$ cat config.mk
export PLATFORM = sky130hd
export DESIGN_NAME = instr_ui_top
export DESIGN_NICKNAME = d
export VERILOG_FILES = /design/src/hw/instr_pkg.sv /design/src/hw/instr_ui_top.sv /design/src/hw/key_debounce.sv /design/src/hw/la_panel.sv /design/src/hw/menu_ctrl.sv /design/src/hw/osc_panel.sv /design/src/hw/sig_panel.sv
export VERILOG_INCLUDE_DIRS = /design/src /design/src/hw
export SDC_FILE = /design/constraint.sdc
export NUM_CORES = 1
export LEC_CHECK = 0
export BUFFER_PORTS_ARGS = -buffer_cell sky130_fd_sc_hd__buf_2
export CAP_MARGIN = 0
export CORE_MARGIN = 8
export CORE_UTILIZATION = 40
export CTS_CLUSTER_DIAMETER = 200
export CTS_CLUSTER_SIZE = 16
export DETAILED_ROUTE_END_ITERATION = 10
export HOLD_SLACK_MARGIN = 0.02
export SETUP_SLACK_MARGIN = 0.1
export SLEW_MARGIN = 20
export SYNTH_ARGS = -nofsm -noshare
export SYNTH_HDL_FRONTEND = slang
export SYNTH_SLANG_ARGS = --single-unit
$ cat constraint.sdc
create_clock -name clk_50M -period 2.82 [get_ports clk_50M]
set_input_delay 0.564 -clock clk_50M [delete_from_list [all_inputs] [get_ports clk_50M]]
set_output_delay 0.564 -clock clk_50M [all_outputs]
set_load 0.05 [all_outputs]
$ cat src/hw/instr_params.svh
`ifndef instr_params_svh
`define instr_params_svh

// front panel keys, all active low
`define key_count 6
`define key_hold_cycles 1000

// top menu and signal-generator panel
`define menu_items 3
`define sig_field_count 5
`define setting_max 3

// oscilloscope zoom steps run 0..zoom_max
`define zoom_max 2

// logic-analyzer reference marker, in pixels
`define marker_step 80
`define marker_max 1440
`define marker_w 12

`endif

$ cat src/hw/instr_pkg.sv
`include "instr_params.svh"

package instr_pkg;

    // which screen owns the keys
    typedef enum logic [1:0] {
        mode_menu,
        mode_sig,
        mode_osc,
        mode_la
    } instr_mode_t;

    // field cursor of the signal-generator panel
    typedef enum logic [2:0] {
        field_wave,
        field_amp,
        field_freq,
        field_phase,
        field_apply
    } sig_field_t;

    // one-cycle release pulses, one per key
    typedef struct packed {
        logic left;
        logic right;
        logic up;
        logic down;
        logic confirm;
        logic quit;
    } key_events_t;

    typedef struct packed {
        sig_field_t field;
        logic [1:0] wave;
        logic [1:0] amp;
        logic [1:0] freq;
        logic [1:0] phase;
        logic       applied;
    } sig_settings_t;

    typedef struct packed {
        logic [1:0] v_zoom;
        logic [1:0] h_zoom;
        logic       fft_run;
    } osc_settings_t;

    typedef struct packed {
        logic [`marker_w-1:0] marker;
        logic                 paused;
        logic                 scroll_left;
        logic                 scroll_right;
    } la_settings_t;

endpackage

$ cat src/hw/instr_ui_top.sv
`timescale 1ns/1ps
`include "instr_params.svh"

module instr_ui_top import instr_pkg::*; #(
    parameter int hold_cycles = `key_hold_cycles
) (
    input  logic                  clk_50M,
    input  logic                  rst_n,
    input  logic [`key_count-1:0] key_in,
    output instr_mode_t           mode,
    output logic [1:0]            menu_cursor,
    output sig_settings_t         sig_settings,
    output osc_settings_t         osc_settings,
    output la_settings_t          la_settings,
    output logic                  la_capture_run
);
    logic [`key_count-1:0] release_evt;
    key_events_t           keys;

    for (genvar i = 0; i < `key_count; i++) begin : g_key
        key_debounce #(
            .hold_cycles(hold_cycles)
        ) u_key_debounce (
            .clk_50M      (clk_50M),
            .rst_n        (rst_n),
            .key_raw      (key_in[i]),
            .key_level    (),
            .release_pulse(release_evt[i])
        );
    end

    // key_in order is left, right, up, down, confirm, quit from bit 0
    assign keys = '{
        left:    release_evt[0],
        right:   release_evt[1],
        up:      release_evt[2],
        down:    release_evt[3],
        confirm: release_evt[4],
        quit:    release_evt[5]
    };

    menu_ctrl u_menu_ctrl (
        .clk_50M    (clk_50M),
        .rst_n      (rst_n),
        .keys       (keys),
        .mode       (mode),
        .menu_cursor(menu_cursor)
    );

    sig_panel u_sig_panel (
        .clk_50M (clk_50M),
        .rst_n   (rst_n),
        .keys    (keys),
        .mode    (mode),
        .settings(sig_settings)
    );

    osc_panel u_osc_panel (
        .clk_50M (clk_50M),
        .rst_n   (rst_n),
        .keys    (keys),
        .mode    (mode),
        .settings(osc_settings)
    );

    la_panel u_la_panel (
        .clk_50M    (clk_50M),
        .rst_n      (rst_n),
        .keys       (keys),
        .mode       (mode),
        .settings   (la_settings),
        .capture_run(la_capture_run)
    );

endmodule

$ cat src/hw/key_debounce.sv
`timescale 1ns/1ps
`include "instr_params.svh"

module key_debounce #(
    parameter int hold_cycles = `key_hold_cycles
) (
    input  logic clk_50M,
    input  logic rst_n,
    input  logic key_raw,
    output logic key_level,
    output logic release_pulse
);
    localparam int cnt_w = $clog2(hold_cycles + 1);

    logic [1:0]       sync_q;
    logic [cnt_w-1:0] hold_cnt;
    logic             key_sync;
    logic             differs;
    logic             flip;

    assign key_sync = sync_q[1];
    assign differs  = key_sync != key_level;
    assign flip     = differs && (hold_cnt == cnt_w'(hold_cycles - 1));

    // raw key comes straight from the pin
    always_ff @(posedge clk_50M) begin
        if (!rst_n) begin
            sync_q <= 2'b11;
        end else begin
            sync_q <= {sync_q[0], key_raw};
        end
    end

    always_ff @(posedge clk_50M) begin
        if (!rst_n) begin
            hold_cnt      <= '0;
            key_level     <= 1'b1;
            release_pulse <= 1'b0;
        end else begin
            release_pulse <= 1'b0;
            if (!differs) begin
                hold_cnt <= '0;
            end else if (flip) begin
                hold_cnt      <= '0;
                key_level     <= key_sync;
                // low to high is a release
                release_pulse <= key_sync;
            end else begin
                hold_cnt <= hold_cnt + 1'b1;
            end
        end
    end

endmodule

$ cat src/hw/la_panel.sv
`timescale 1ns/1ps
`include "instr_params.svh"

module la_panel import instr_pkg::*; (
    input  logic         clk_50M,
    input  logic         rst_n,
    input  key_events_t  keys,
    input  instr_mode_t  mode,
    output la_settings_t settings,
    output logic         capture_run
);
    localparam int             mw           = `marker_w;
    localparam logic [mw-1:0] marker_first = mw'(`marker_step);
    localparam logic [mw-1:0] marker_last  = mw'(`marker_max);

    logic in_la;
    logic active;

    assign in_la  = mode == mode_la;
    assign active = in_la && !keys.quit;

    always_ff @(posedge clk_50M) begin
        if (!rst_n || !active) begin
            settings.marker       <= marker_first;
            settings.paused       <= 1'b0;
            settings.scroll_left  <= 1'b0;
            settings.scroll_right <= 1'b0;
        end else begin
            if (keys.confirm) begin
                settings.paused <= !settings.paused;
            end

            // scroll only while the trace is held
            settings.scroll_left  <= settings.paused && keys.up;
            settings.scroll_right <= settings.paused && keys.down;

            if (keys.left) begin
                if (settings.marker <= marker_first) begin
                    settings.marker <= marker_last;
                end else begin
                    settings.marker <= settings.marker - marker_first;
                end
            end else if (keys.right) begin
                if (settings.marker >= marker_last) begin
                    settings.marker <= marker_first;
                end else begin
                    settings.marker <= settings.marker + marker_first;
                end
            end
        end
    end

    // capture follows the mode one cycle late
    always_ff @(posedge clk_50M) begin
        if (!rst_n) begin
            capture_run <= 1'b0;
        end else begin
            capture_run <= in_la;
        end
    end

endmodule

$ cat src/hw/menu_ctrl.sv
`timescale 1ns/1ps
`include "instr_params.svh"

module menu_ctrl import instr_pkg::*; (
    input  logic        clk_50M,
    input  logic        rst_n,
    input  key_events_t keys,
    output instr_mode_t mode,
    output logic [1:0]  menu_cursor
);
    localparam logic [1:0] cursor_last = 2'(`menu_items - 1);

    always_ff @(posedge clk_50M) begin
        if (!rst_n) begin
            mode        <= mode_menu;
            menu_cursor <= 2'd0;
        end else begin
            unique case (mode)
                mode_menu: begin
                    if (keys.left) begin
                        if (menu_cursor == 2'd0) begin
                            menu_cursor <= cursor_last;
                        end else begin
                            menu_cursor <= menu_cursor - 2'd1;
                        end
                    end else if (keys.right) begin
                        if (menu_cursor >= cursor_last) begin
                            menu_cursor <= 2'd0;
                        end else begin
                            menu_cursor <= menu_cursor + 2'd1;
                        end
                    end else if (keys.confirm) begin
                        // cursor picks the tool
                        case (menu_cursor)
                            2'd0: begin
                                mode <= mode_sig;
                            end
                            2'd1: begin
                                mode <= mode_osc;
                            end
                            2'd2: begin
                                mode <= mode_la;
                            end
                            default: begin
                                mode <= mode_menu;
                            end
                        endcase
                    end
                end
                mode_sig, mode_osc, mode_la: begin
                    // only quit matters inside a tool
                    if (keys.quit) begin
                        mode        <= mode_menu;
                        menu_cursor <= 2'd0;
                    end
                end
                default: begin
                    mode        <= mode_menu;
                    menu_cursor <= 2'd0;
                end
            endcase
        end
    end

endmodule

$ cat src/hw/osc_panel.sv
`timescale 1ns/1ps
`include "instr_params.svh"

module osc_panel import instr_pkg::*; (
    input  logic          clk_50M,
    input  logic          rst_n,
    input  key_events_t   keys,
    input  instr_mode_t   mode,
    output osc_settings_t settings
);
    localparam logic [1:0] zoom_top = 2'(`zoom_max);

    logic active;

    // zoom step with wrap in 0..zoom_max
    function automatic logic [1:0] step_zoom(
        input logic [1:0] value,
        input logic       inc,
        input logic       dec
    );
        logic [1:0] next;
        next = value;
        if (inc) begin
            next = (value >= zoom_top) ? 2'd0 : value + 2'd1;
        end else if (dec) begin
            next = (value == 2'd0) ? zoom_top : value - 2'd1;
        end
        return next;
    endfunction

    assign active = (mode == mode_osc) && !keys.quit;

    always_ff @(posedge clk_50M) begin
        if (!rst_n || !active) begin
            settings <= '0;
        end else begin
            if (keys.confirm) begin
                settings.fft_run <= 1'b1;
            end
            // zooms freeze once fft is running
            if (!settings.fft_run) begin
                settings.v_zoom <= step_zoom(settings.v_zoom, keys.up, keys.down);
                settings.h_zoom <= step_zoom(settings.h_zoom, keys.right, keys.left);
            end
        end
    end

endmodule

$ cat src/hw/sig_panel.sv
`timescale 1ns/1ps
`include "instr_params.svh"

module sig_panel import instr_pkg::*; (
    input  logic          clk_50M,
    input  logic          rst_n,
    input  key_events_t   keys,
    input  instr_mode_t   mode,
    output sig_settings_t settings
);
    localparam sig_field_t last_field = sig_field_t'(`sig_field_count - 1);
    localparam logic [1:0] top_value  = 2'(`setting_max);

    logic       active;
    logic [1:0] stepped;
    logic [1:0] selected;

    // left steps down, right steps up, both wrap
    function automatic logic [1:0] step_setting(
        input logic [1:0] value,
        input logic       dec,
        input logic       inc
    );
        logic [1:0] next;
        next = value;
        if (dec) begin
            next = (value == 2'd0) ? top_value : value - 2'd1;
        end else if (inc) begin
            next = (value == top_value) ? 2'd0 : value + 2'd1;
        end
        return next;
    endfunction

    assign active = (mode == mode_sig) && !keys.quit;

    always_comb begin
        case (settings.field)
            field_wave:  selected = settings.wave;
            field_amp:   selected = settings.amp;
            field_freq:  selected = settings.freq;
            field_phase: selected = settings.phase;
            default:     selected = 2'd0;
        endcase
    end

    assign stepped = step_setting(selected, keys.left, keys.right);

    always_ff @(posedge clk_50M) begin
        if (!rst_n || !active) begin
            settings <= '0;
        end else begin
            if (keys.up) begin
                if (settings.field == field_wave) begin
                    settings.field <= last_field;
                end else begin
                    settings.field <= sig_field_t'(settings.field - 3'd1);
                end
            end else if (keys.down) begin
                if (settings.field == last_field) begin
                    settings.field <= field_wave;
                end else begin
                    settings.field <= sig_field_t'(settings.field + 3'd1);
                end
            end

            case (settings.field)
                field_wave:  settings.wave  <= stepped;
                field_amp:   settings.amp   <= stepped;
                field_freq:  settings.freq  <= stepped;
                field_phase: settings.phase <= stepped;
                default: begin
                    // apply position, confirm latches it
                    if (keys.confirm) begin
                        settings.applied <= 1'b1;
                    end
                end
            endcase
        end
    end

endmodule

# Yosys cells after proc, flatten, opt, wreduce, memory -nomap -nowiden
# Cells that the tools add are included.
[classes] n_addsub=18 magnitude_cmp=5 n_eq_ne=27 mux=32 bitwise_logic=9 n_reduce_logical=53
[ops] cell="adder 10 x 1 -> 10 bit, second input constant" count=6
[ops] cell="equality test 10 bit, second input constant" count=6
[ops] cell="two-way mux 12 bit" count=4
[ops] cell="two-way mux 2 bit" count=20
[ops] cell="OR reduction 3 bit" count=7
[ops] cell="AND reduction 2 bit" count=10
[ops] cell="AND reduction 3 bit" count=6
[ops] cell="adder 12 x 7 -> 12 bit, second input constant" count=1
[ops] cell="greater-or-equal comparator 12 x 11 -> 1 bit, second input constant" count=1
[ops] cell="less-or-equal comparator 12 x 7 -> 1 bit, second input constant" count=1
[ops] cell="two-way mux 3 bit" count=4
[ops] cell="subtractor 12 x 7 -> 12 bit, second input constant" count=1
[ops] cell="logical AND 1 bit" count=11
[ops] cell="logical NOT 2 bit" count=5
[ops] cell="inverter 1 bit" count=9
[ops] cell="adder 2 x 1 -> 2 bit, second input constant" count=4
[ops] cell="equality test 2 bit, second input constant" count=4
[ops] cell="inequality test 2 bit, second input constant" count=4
[ops] cell="one-hot mux 2 bit (2 select lines)" count=2
[ops] cell="one-hot mux 2 bit (4 select lines)" count=1
[ops] cell="subtractor 2 x 1 -> 2 bit, second input constant" count=4
[ops] cell="equality test 3 x 2 -> 1 bit, second input constant" count=2
[ops] cell="greater-or-equal comparator 2 bit, second input constant" count=3
[ops] cell="logical NOT 1 bit" count=6
[ops] cell="other kinds (13)" count=22
[totals] regBits=121 inputBits=8 output_inout_bits=37 word_cells=184

# Depth between registers and ports, before layout
# Gate-level depths: netlist of the first run.
[depth] word_depth=6 mapped_depth=9 depth_no_buf=7

# Cells and area by module
# Synthesis of the first run repeated with hierarchy kept, for this count alone.
[unflattened] cells_unflattened=646 area_unflattened_um2=5863.1
[by_module_without_submodules] mod="key_debounce" instances=6 cells_per_inst=62 area_per_inst_um2=595.6 seq_area_each_um2=280.3
[by_module_without_submodules] mod="la_panel" instances=1 cells_per_inst=113 area_per_inst_um2=887.1 seq_area_each_um2=240.2
[by_module_without_submodules] mod="sig_panel" instances=1 cells_per_inst=98 area_per_inst_um2=835.8 seq_area_each_um2=240.2
[by_module_without_submodules] mod="osc_panel" instances=1 cells_per_inst=34 area_per_inst_um2=311.5 seq_area_each_um2=100.1
[by_module_without_submodules] mod="menu_ctrl" instances=1 cells_per_inst=29 area_per_inst_um2=255.2 seq_area_each_um2=80.1

# Worst setup path after synthesis of the first run
# OpenSTA, ideal clock, no wires.
[synth_path] path_type="flip-flop to flip-flop" from="reg u_sig_panel.settings[9] in the netlist's numbering" to="reg u_sig_panel.settings[4] in the netlist's numbering" setup_time_ns=0.062 arrival_time_ns=2.370 path_slack_ns=0.388 path_stages_with_launch=10 synth_period_minus_slack_ns=2.432 cell_sequence="dfxtp_1 inv_1 ha_1 buf_6 or3_4 a21o_1 and2_1 buf_6 a211o_1 nand3_2"
[synth_between] elab_chain_cells=6 word_cells_on_any_way=13 cone_classes="2 x add/sub; 4 x eq/ne; 5 x mux; 2 x reduce/logical"
[synth_lines] item="start: declaration" line_no="sig_panel.sv:9" source="output sig_settings_t settings"
[synth_lines] item="equality test 3 x 2 -> 1 bit, or another cell as far along" line_no="sig_panel.sv:37" source="case (settings.field)"
[synth_lines] item="one-hot mux 2 bit (4 select lines)" line_no="sig_panel.sv:37"
[synth_lines] item="adder 2 x 1 -> 2 bit / equality test 2 bit (equally long branches)" line_no="sig_panel.sv:29" source="next = (value == top_value) ? 2'd0 : value + 2'd1;"
[synth_lines] item="two-way mux 2 bit" line_no="sig_panel.sv:29"
[synth_lines] item="two-way mux 2 bit" line_no="sig_panel.sv:28" source="end else if (inc) begin"
[synth_lines] item="two-way mux 2 bit" line_no="sig_panel.sv:26" source="if (dec) begin"
# Several ways; a longest one is shown, not always the timed one.
# A chain may end at the register's enable or synchronous reset.

# Final worst setup path of the first run
[layout_path] from="reg u_sig_panel.settings[9] in the netlist's numbering" to="reg u_sig_panel.settings[8] in the netlist's numbering"
[layout_between] elab_chain_cells=6 word_cells_on_any_way=13 cone_classes="2 x add/sub; 4 x eq/ne; 5 x mux; 2 x reduce/logical"
[layout_lines] item="equality test 3 x 2 -> 1 bit, or another cell as far along" line_no="sig_panel.sv:37"
[layout_lines] item="one-hot mux 2 bit (4 select lines)" line_no="sig_panel.sv:37"
[layout_lines] item="adder 2 x 1 -> 2 bit / equality test 2 bit (equally long branches)" line_no="sig_panel.sv:29"
[layout_lines] item="two-way mux 2 bit" line_no="sig_panel.sv:29"
[layout_lines] item="two-way mux 2 bit" line_no="sig_panel.sv:28"
[layout_lines] item="two-way mux 2 bit" line_no="sig_panel.sv:26"
# Several ways; a longest one is shown, not always the timed one.

==> impl_metrics.csv, run 1 <==
group,metric,value,unit
timing,max_freq,0.463,GHz
flow_run,cap_viol_max_count,0,
grt,grt_pass1_wl,18.2,mm
timing,slew_violations,0,
floorplanning,die_h,132,um
power_and_ir_drop,total_power,3.81,mW
clock_tree,clkTransAtPathRegs,0.06,ns
layout,area_growth,17.0,%
power_and_ir_drop,power_frac_seq,43.9,%
power_and_ir_drop,p_sw,827,uW
worst_setup_path,end_kind,"register",
routing,postRouteAntennaNets,0,
clock_tree,htreeDepth,4,
layout,final_cell_mix,"117 x dfxtp_1, 96 x nor2_1, 56 x nand2_1, 40 x buf_2, 34 x xnor2_1",
yosys,syn-cell-area,5340,um^2
layout,final_net_count,691,
floorplanning,rows,42,
worst_setup_path,critPathKind,"reg2reg",
worst_setup_path,crit_top_cell,"a21o_1",
worst_setup_path,cp_max_fo,9,
clock_tree,post_cts_buffers,0,
power_and_ir_drop,swShare,21.7,%
layout,drive_gt1_share,12.1,%
routing,drtPass1Iterations,5,
timing,period_share,76.6,%
placed_design,hpwl,7.77,mm
layout,final_common_cell,"dfxtp_1",
clock_tree,cts_resized,0,
layout,fillers,1306,
grt,antenna_found_initial,1,
min_path,worst_hold_path_type,"in2reg",
clock_tree,insertion_delay,0.42,ns
clock_tree,hold_buffers,0,
routing,wl_per_cell,12.8,um
power_and_ir_drop,comb_power_share,1.2,%
worst_setup_path,slowest_stage,"or3_4",
clock_tree,clockBufferDepth,2,
yosys,ys_seq_elements,117,
yosys,synth_async_sr_flop_share,0,%
placed_design,portBuffers,40,
worst_setup_path,rrSetupSlack,0.66,ns
placed_design,gp_congestion,0.902,
worst_setup_path,max_stage_delay,0.42,ns
grt,grt_usage,12.8,%
yosys,ys_seq_area_share,43.8,%
power_and_ir_drop,intPower,2.98,mW
power_and_ir_drop,clkPwrFrac,54.9,%
clock_tree,cts_made_buffers,17,
timing,tns,0,ns
clock_tree,cts_sinks,117,
yosys,yosys_warnings,0,
routing,vias,4239,
timing,rsz0062_at_grt,"no",
grt,grt_remaining_overflow,0,
timing,slew_headroom,41.5,%
floorplanning,ios,45,
yosys,ys.flop_type,"dfxtp_1",
routing,drcViolationCount,0,
worst_setup_path,cp.arrival,2.51,ns
worst_setup_path,required,3.18,ns
grt,grt_max_degree,36,
power_and_ir_drop,power.density,609,nW/um^2
timing,period_needed,2.16,ns
clock_tree,clockRootBuffer,"clkbuf_16",
worst_setup_path,path_cells,"inv_1 > ha_1 > or3_4 > a21o_1 > a21o_1 > a211o_1 > nand3_2",
grt,grt_pass1_vias,3939,
routing,wirelength,10.8,mm
yosys,syn_avg_cell_area,8.72,um^2
timing,setup_viol,0,
timing,final_hold_viol_count,0,
clock_tree,cts_tree,"built",
power_and_ir_drop,ir_drop,404,uV
yosys,syn_inst,613,
layout,utilization,47.6,%
layout,antenna-diode-count,0,
yosys,synth_edf_count,0,
yosys,yosysUniqueCellTypes,51,
routing,vias_per_cell,5.02,
floorplanning,die_x,132,um
timing,finalClockSkew,0.00592,ns
floorplanning,initial_utilization,40.7,%
routing,drtIter0Drc,251,
floorplanning,core,13100,um^2
timing,worst_pin_slew,0.874,ns
power_and_ir_drop,leakagePower,2.34,nW
worst_setup_path,start_kind,"register",
floorplanning,die_area,17300,um^2
outcome,outcome,"finished clean",
[worst max-delay path: cells and delay by family (launching register included)]
| kind | cells | cell delay [ns] |
|---|---|---|
| AO/OA/AOI/OAI | 3 | 0.80 |
| adder cells (fa/ha/maj) | 1 | 0.32 |
| buffers and inverters | 1 | 0.11 |
| flip-flops | 1 | 0.39 |
| AND/OR/NAND/NOR | 2 | 0.48 |
[layout make-up]
cell class              instances  area (um^2)  share of cell area, %
clock buffers                  17          425                   6.80
clock inverters                15          155                   2.48
inverters                      29          109                   1.74
multi-input cells             450         2790                   44.7
flip-flops and latches        117         2340                   37.5
well taps                     176          220                   3.52
repair buffers                 41          208                   3.32
[power groups by stage]
stage,clock network (mW),registers [mW],logic [mW]
final,2.09,1.67,0.0462
after global routing,2.22,1.67,0.0521
after CTS,2.15,1.67,0.0468
after detailed placement,0,1.71,0.0467
after global placement,0,1.70,0.0452
after floorplan,0,1.70,0.0407
[state kept, by name (all words and copies together), names as in the netlist]
signal,count
g_key.u_key_debounce.hold_cnt,60
g_key.u_key_debounce.key_level,6
g_key.u_key_debounce.release_pulse,6
g_key.u_key_debounce.sync_q,12
u_la_panel.capture_run,1
u_la_panel.settings,11
u_menu_ctrl.menu_cursor,2
u_menu_ctrl.mode,2
u_osc_panel.settings,5
u_sig_panel.settings,12
[routing by layer]
| layer | vias up | GRT usage, % | routed length, um |
|---|---|---|---|
| met4 | 2 | 6.51 | 163 |
| met2 | 108 | 19.7 | 4880 |
| met3 | 22 | 4.99 | 694 |
| met1 | 1940 | 15.1 | 5080 |
| met5 | - | 0 | 9 |
| li1 | 2167 | - | - |
[metrics by stage]
step / hold WS, ns / setup WS [ns] / instance area (um^2) / cells
after floorplan: 0.386 / 0.388 / 5360 / 616
after CTS: 0.307 / 0.667 / 6250 / 845
after global routing: 0.315 / 0.552 / 6250 / 845
after global placement: 0.389 / 0.768 / 5670 / 813
after detailed placement: 0.393 / 0.695 / 5670 / 813
final: 0.325 / 0.660 / 6250 / 845
[logic make-up after synthesis]
logic type,Yosys count,share of synthesized area [%]
adder cells (fa/ha/maj),27,6.32
multiplexers,8,1.50
AND/OR/NAND/NOR,280,25.6
flip-flops,117,43.8
buffers and inverters,49,4.10
AO/OA/AOI/OAI,74,9.23
other,1,0.0702
XOR/XNOR,57,9.34
[cells in the mapped netlist (3+ instances only)]
| library cell | n | share of area [%] |
|---|---|---|
| or4_1 | 5 | 0.70 |
| o21ai_0 | 18 | 1.7 |
| dfxtp_1 | 117 | 44 |
| nand2b_1 | 18 | 2.1 |
| ha_1 | 27 | 6.3 |
| xor2_1 | 23 | 3.8 |
| nand4_1 | 10 | 1.2 |
| nand3_1 | 30 | 2.8 |
| nand4b_1 | 5 | 0.82 |
| a211o_1 | 4 | 0.66 |
| nand3_2 | 4 | 0.75 |
| nand2_1 | 56 | 3.9 |
| and3_1 | 15 | 1.8 |
| buf_2 | 4 | 0.37 |
| nor2b_1 | 5 | 0.59 |
| and2_1 | 6 | 0.70 |
| o221ai_1 | 3 | 0.49 |
| mux2i_1 | 8 | 1.5 |
| clkbuf_1 | 10 | 0.70 |
| a21oi_1 | 17 | 1.6 |
| nor2_1 | 96 | 6.7 |
| a31oi_1 | 3 | 0.35 |
| nor3_1 | 17 | 1.6 |
| a211oi_1 | 7 | 0.98 |
| nand3b_1 | 4 | 0.56 |
| a22oi_1 | 3 | 0.42 |
| buf_4 | 4 | 0.56 |
| a21o_1 | 4 | 0.56 |
| xnor2_1 | 34 | 5.6 |
| or3_1 | 3 | 0.35 |
| inv_1 | 29 | 2.0 |
[final timing paths]
kind,start,end,cells after the start
min reg2reg,g_key[2].u_key_debounce.sync_q[0]$_SDFF_PN1_,g_key[2].u_key_debounce.sync_q[1]$_SDFF_PN1_,1
max,u_sig_panel.settings[9]$_SDFFE_PP0N_,u_sig_panel.settings[8]$_SDFFE_PP0N_,7
min,key_in[1],g_key[1].u_key_debounce.sync_q[0]$_SDFF_PN1_,2
max reg2reg,u_sig_panel.settings[9]$_SDFFE_PP0N_,u_sig_panel.settings[8]$_SDFFE_PP0N_,7
Note: power is estimated with default switching activity, not from simulation.
==> run 2, diff against run 1 <==
==> constraint.sdc (replaced) <==
create_clock -name clk_50M -period 1.7 [get_ports clk_50M]
set_input_delay 0.34 -clock clk_50M [delete_from_list [all_inputs] [get_ports clk_50M]]
set_output_delay 0.34 -clock clk_50M [all_outputs]
set_load 0.05 [all_outputs]
==> impl_metrics.csv, run 2 (same netlist as run 1, synthesis figures left out) <==
group,metric,value,unit
outcome,outcome,"finished with violations",
outcome,violations,"setup timing",
routing,wl_met3,692,um
placed_design,portBuffers,40,
timing,setup_viol,8,
placed_design,dpl_worst_slack,-0.193,ns
timing,fin_ws,-0.148,ns
layout,finalNonFillerCells,902,
routing,topRoutingLayerUsed,"met4",
layout,antenna-diode-count,0,
worst_setup_path,slowest_stage,"or3_4",
routing,postRouteAntennaNets,0,
timing,final_hold_viol_count,0,
clock_tree,htreeDepth,4,
clock_tree,cts_made_buffers,17,
worst_setup_path,timing.rr.start,"u_sig_panel.settings[10]$_SDFFE_PP0N_",
timing,holdWs,0.115,ns
grt,antenna_found_initial,0,
timing,rsz0062_at_grt,"yes",
power_and_ir_drop,swShare,21.6,%
layout,final_cell_mix,"98 x dfxtp_1, 96 x nor2_1, 54 x nand2_1, 53 x buf_4, 38 x buf_2",
worst_setup_path,critPathKind,"reg2reg",
floorplanning,die_h,132,um
worst_setup_path,required,2.05,ns
layout,final_common_cell,"dfxtp_1",
layout,drive_gt1_share,27.3,%
clock_tree,insertion_delay,0.41,ns
worst_setup_path,cp_max_fo,8,
worst_setup_path,crit_top_cell,"a21o_4",
power_and_ir_drop,p_sw,1.31,mW
timing,max_freq,0.541,GHz
layout,largest_registers,"g_key.u_key_debounce.hold_cnt (60), g_key.u_key_debounce.sync_q (12), u_sig_panel.settings (12)",
floorplanning,die_x,132,um
layout,utilization,53.5,%
placed_design,dpl_cell_area,6080,um^2
grt,grt_pass1_vias,4344,
min_path,worst_hold_path_type,"in2reg",
routing,drtPass1Iterations,6,
routing,met1_length,5.26,mm
routing,vias,4499,
routing,drcViolationCount,0,
layout,final_area,7030,um^2
min_path,hold_end,"g_key[2].u_key_debounce.sync_q[0]$_SDFF_PN1_",
power_and_ir_drop,power_frac_seq,45.8,%
routing,drtIter0Drc,315,
layout,fillers,1195,
timing,slew_violations,0,
worst_setup_path,end_kind,"register",
timing,period_needed,1.85,ns
worst_setup_path,cp.arrival,2.19,ns
power_and_ir_drop,comb_power_share,1.6,%
layout,top_register,"g_key.u_key_debounce.hold_cnt",
layout,largest_reg_flops,60,
worst_setup_path,start_kind,"register",
grt,grt_usage,13.3,%
power_and_ir_drop,power.density,858,nW/um^2
power_and_ir_drop,leakagePower,2.64,nW
power_and_ir_drop,ir_drop,966,uV
worst_setup_path,worst-r2r-cell-count,7,
clock_tree,clockBufferDepth,2,
worst_setup_path,r2r-end,"u_sig_panel.settings[4]$_SDFFE_PP0N_",
clock_tree,cts_tree,"built",
floorplanning,rows,42,
routing,wirelength,11.8,mm
floorplanning,ios,45,
timing,period_share,109,%
layout,area_growth,31.6,%
power_and_ir_drop,intPower,4.73,mW
grt,grt_max_degree,32,
timing,finalClockSkew,0.00785,ns
worst_setup_path,max_stage_delay,0.38,ns
placed_design,gp_congestion,0.871,
worst_setup_path,path_cells,"inv_4 > ha_2 > or3_4 > a21o_4 > a21o_4 > a211o_1 > nand3_2",
placed_design,placed_cells,852,
floorplanning,die_area,17300,um^2
routing,dr_wl_met2,5.65,mm
worst_setup_path,rrSetupSlack,-0.15,ns
clock_tree,clockRootBuffer,"clkbuf_16",
clock_tree,clkTransAtPathRegs,0.05,ns
placed_design,hpwl,8.20,mm
min_path,hold_path_depth,2,
floorplanning,core,13100,um^2
grt,grt_remaining_overflow,0,
flow_run,cap_viol_max_count,0,
floorplanning,initial_utilization,40.7,%
clock_tree,cts_sinks,117,
routing,vias_per_cell,4.99,
grt,grt_pass1_wl,19.5,mm
routing,wl_per_cell,13.0,um
power_and_ir_drop,clkPwrFrac,52.6,%
layout,final_net_count,748,
min_path,min_from,"key_in[2]",
[run 2: worst max path at each step]
stage	start	slack, ns	endpoint	cells past startpoint
finish	u_sig_panel.settings[10]$_SDFFE_PP0N_	-0.15	u_sig_panel.settings[4]$_SDFFE_PP0N_	7
global route	u_sig_panel.settings[9]$_SDFFE_PP0N_	-0.22	u_sig_panel.settings[4]$_SDFFE_PP0N_	9
CTS	u_sig_panel.settings[10]$_SDFFE_PP0N_	-0.14	u_sig_panel.settings[4]$_SDFFE_PP0N_	7
detailed placement	u_sig_panel.settings[10]$_SDFFE_PP0N_	-0.19	u_sig_panel.settings[4]$_SDFFE_PP0N_	7
global placement	u_sig_panel.settings[10]$_SDFFE_PP0N_	-0.12	u_sig_panel.settings[2]$_SDFFE_PP0N_	7
floorplan	u_sig_panel.settings[9]$_SDFFE_PP0N_	-0.26	u_sig_panel.settings[4]$_SDFFE_PP0N_	8
[run 2: critical path: cells and delay by family (launching register included)]
family                   cells  cell delay (ns)
AO/OA/AOI/OAI                3             0.75
flip-flops                   1             0.37
adder cells (fa/ha/maj)      1             0.17
buffers and inverters        1             0.05
AND/OR/NAND/NOR              2             0.44
[run 2: stage by stage]
step,total power [mW],setup TNS [ns]
final,6.03,-0.846
after global routing,6.25,-1.35
after CTS,6.12,-0.524
after detailed placement,2.92,-0.836
after global placement,2.91,-0.484
after floorplan,2.89,-1.30
[run 2: cell type report]
type	instances	area, um^2	area share (%)
Clock buffer	20	458	6.51
Clock inverter	12	81.3	1.16
Inverter	29	119	1.69
Multi-Input combinational cell	450	3080	43.9
Sequential cell	117	2380	33.8
Tap cell	176	220	3.13
Timing Repair Buffer	98	694	9.87
[run 2: what timing repair did]
action	CTS	global route
endpoints found under the hold margin	0	0
setup buffers	11	7
hold buffers	0	0
gates resized for setup	26	38
setup endpoints to repair	23	68
pin swaps	21	17
[run 2: power by group through the flow]
| stage | clock network [mW] | registers (mW) | logic, mW |
|---|---|---|---|
| finish | 3.17 | 2.77 | 0.0941 |
| CTS | 3.26 | 2.76 | 0.0932 |
| detailed placement | 0 | 2.82 | 0.0926 |
| global placement | 0 | 2.82 | 0.0912 |
| floorplan | 0 | 2.82 | 0.0676 |
| global route | 3.38 | 2.77 | 0.104 |
[run 2: per-layer routing]
metal	track usage, %	up-vias
met2	22.0	117
met1	15.5	2084
met5	0	-
li1	-	2281
met3	4.88	17
met4	5.11	0
==> run 3, diff against run 2 <==
--- a/config.mk
+++ b/config.mk
@@ -8,8 +8,8 @@
 export LEC_CHECK = 0
 export BUFFER_PORTS_ARGS = -buffer_cell sky130_fd_sc_hd__buf_2
 export CAP_MARGIN = 0
-export CORE_MARGIN = 8
-export CORE_UTILIZATION = 40
+export CORE_MARGIN = 4
+export CORE_UTILIZATION = 30
 export CTS_CLUSTER_DIAMETER = 200
 export CTS_CLUSTER_SIZE = 16
 export DETAILED_ROUTE_END_ITERATION = 10
==> impl_metrics.csv, run 3 (same netlist as run 1, synthesis figures left out) <==
group,metric,value,unit
outcome,outcome,"finished with violations",
outcome,violations,"setup timing",
timing,finalClockSkew,0.00712,ns
floorplanning,die_area,20000,um^2
timing,holdWs,0.104,ns
timing,final_hold_viol_count,0,
worst_setup_path,worst-r2r-cell-count,7,
timing,fin_ws,-0.0925,ns
power_and_ir_drop,leakagePower,2.66,nW
layout,finalNonFillerCells,953,
worst_setup_path,r2r-end,"u_sig_panel.settings[4]$_SDFFE_PP0N_",
routing,drtPass1Iterations,5,
routing,wirelength,11.2,mm
min_path,hold_path_depth,2,
timing,period_share,105,%
worst_setup_path,crit_start,"u_sig_panel.settings[9]$_SDFFE_PP0N_",
routing,postRouteAntennaNets,0,
grt,grt_pass1_wl,19.2,mm
timing,worst_pin_slew,0.721,ns
worst_setup_path,cp_max_fo,8,
layout,drive_gt1_share,26.6,%
timing,slew_headroom,51.8,%
power_and_ir_drop,comb_power_share,1.4,%
clock_tree,cts_tree,"built",
power_and_ir_drop,intPower,4.89,mW
min_path,worst_hold_path_type,"in2reg",
timing,max_freq,0.558,GHz
power_and_ir_drop,ir_drop,655,uV
layout,final_area,7030,um^2
timing,rsz0062_at_grt,"yes",
clock_tree,htreeDepth,4,
power_and_ir_drop,total_power,6.24,mW
worst_setup_path,required,2.06,ns
placed_design,hpwl,7.87,mm
worst_setup_path,rrSetupSlack,-0.09,ns
power_and_ir_drop,power_frac_seq,44.3,%
placed_design,placed_cells,910,
floorplanning,core,17400,um^2
routing,wl_per_cell,11.7,um
layout,largest_registers,"g_key.u_key_debounce.hold_cnt (60), g_key.u_key_debounce.sync_q (12), u_sig_panel.settings (12)",
floorplanning,initial_utilization,30.8,%
grt,grt_pass1_vias,4162,
layout,antenna-diode-count,0,
floorplanning,die_x,141,um
power_and_ir_drop,p_sw,1.36,mW
floorplanning,ios,45,
flow_run,cap_viol_max_count,0,
layout,top_register,"g_key.u_key_debounce.hold_cnt",
grt,grt_max_degree,33,
timing,slew_violations,0,
clock_tree,clockRootBuffer,"clkbuf_16",
clock_tree,clockBufferDepth,2,
worst_setup_path,critPathKind,"reg2reg",
clock_tree,hold_buffers,0,
placed_design,dpl_cell_area,6160,um^2
worst_setup_path,setup.worst_path.end,"u_sig_panel.settings[4]$_SDFFE_PP0N_",
routing,vias_per_cell,4.59,
floorplanning,die_h,141,um
floorplanning,rows,48,
layout,final_common_cell,"dfxtp_1",
layout,final_cell_mix,"102 x dfxtp_1, 96 x nor2_1, 59 x buf_4, 54 x nand2_1, 39 x buf_2",
layout,final_net_count,750,
timing,period_needed,1.79,ns
routing,drcViolationCount,0,
worst_setup_path,start_kind,"register",
layout,area_growth,31.5,%
worst_setup_path,timing.rr.start,"u_sig_panel.settings[9]$_SDFFE_PP0N_",
routing,drtIter0Drc,198,
grt,grt_usage,11.7,%
placed_design,gp_congestion,0.801,
grt,grt_remaining_overflow,0,
clock_tree,clkTransAtPathRegs,0.05,ns
worst_setup_path,end_kind,"register",
worst_setup_path,cp.arrival,2.15,ns
power_and_ir_drop,power.density,888,nW/um^2
clock_tree,insertion_delay,0.41,ns
power_and_ir_drop,clkPwrFrac,54.3,%
routing,vias,4373,
clock_tree,cts_made_buffers,17,
timing,setup_viol,8,
placed_design,portBuffers,40,
clock_tree,cts_sinks,117,
layout,largest_reg_flops,60,
grt,antenna_found_initial,0,
power_and_ir_drop,swShare,21.7,%
## run 3: cell count changes in the layout (fill, tap and decap cells not counted), moves of 3 or more
cell	before	now
buf_12	4	0
buf_4	53	59
clkinv_2	5	2
dfxtp_1	98	102
dfxtp_2	15	11
inv_6	0	3
## run 3: timing repair
action                     CTS  global route
gates resized for setup     21            32
buffers inserted             7             4
setup endpoints to repair   24            78
pin swaps                   18            15
## run 3: metrics by stage
step	setup WS, ns	utilization [%]	setup TNS, ns
after floorplan	-0.261	-	-1.30
after global placement	-0.149	35.5	-0.593
after detailed placement	-0.179	35.5	-0.694
after CTS	-0.131	39.5	-0.739
after global routing	-0.187	40.5	-1.37
final	-0.0925	40.5	-0.574
## run 3: worst max-delay path: stages (launching register included)
cell	delay (ns)
dfxtp_4	0.37
inv_4	0.05
ha_4	0.16
or3_4	0.38
a21o_1	0.20
a21o_4	0.24
a211o_1	0.27
nand3_2	0.05
## run 3: cell type report
class | count | area [um^2]
sequential | 117 | 2370
multi-input combinational | 450 | 3020
tap | 225 | 282
timing repair buffer | 100 | 661
fill | 1705 | 10300
inverter | 29 | 119
clock buffer | 19 | 453
clock inverter | 13 | 124
## run 3: worst min path at each step
| stage | endpoint | slack, ns | from |
|---|---|---|---|
| 4_1_cts | g_key[0].u_key_debounce.sync_q[0]$_SDFF_PN1_ | 0.09 | key_in[0] |
| 3_5_place_dp | g_key[2].u_key_debounce.sync_q[1]$_SDFF_PN1_ | 0.40 | g_key[2].u_key_debounce.sync_q[0]$_SDFF_PN1_ |
| 5_1_grt | g_key[0].u_key_debounce.sync_q[0]$_SDFF_PN1_ | 0.09 | key_in[0] |
| 6_report | g_key[0].u_key_debounce.sync_q[0]$_SDFF_PN1_ | 0.10 | key_in[0] |
| 2_1_floorplan | g_key[0].u_key_debounce.sync_q[1]$_SDFF_PN1_ | 0.39 | g_key[0].u_key_debounce.sync_q[0]$_SDFF_PN1_ |
| 3_3_place_gp | g_key[2].u_key_debounce.sync_q[1]$_SDFF_PN1_ | 0.39 | g_key[2].u_key_debounce.sync_q[0]$_SDFF_PN1_ |
## run 3: metal layers
layer	vias up	global-route usage [%]	share of wire (%)
li1	2285	-	-
met1	1966	15.4	48
met2	106	17.8	44
met3	16	4.18	6.2
met4	0	3.89	1.5
met5	-	0	0
## run 3: power groups by stage
stage                     Combinational (mW)  Sequential [mW]  Clock, mW
after floorplan                       0.0676             2.82          0
after global placement                0.0875             2.82          0
after detailed placement              0.0877             2.82          0
after CTS                             0.0881             2.76       3.48
after global routing                  0.0994             2.76       3.60
final                                 0.0885             2.76       3.39
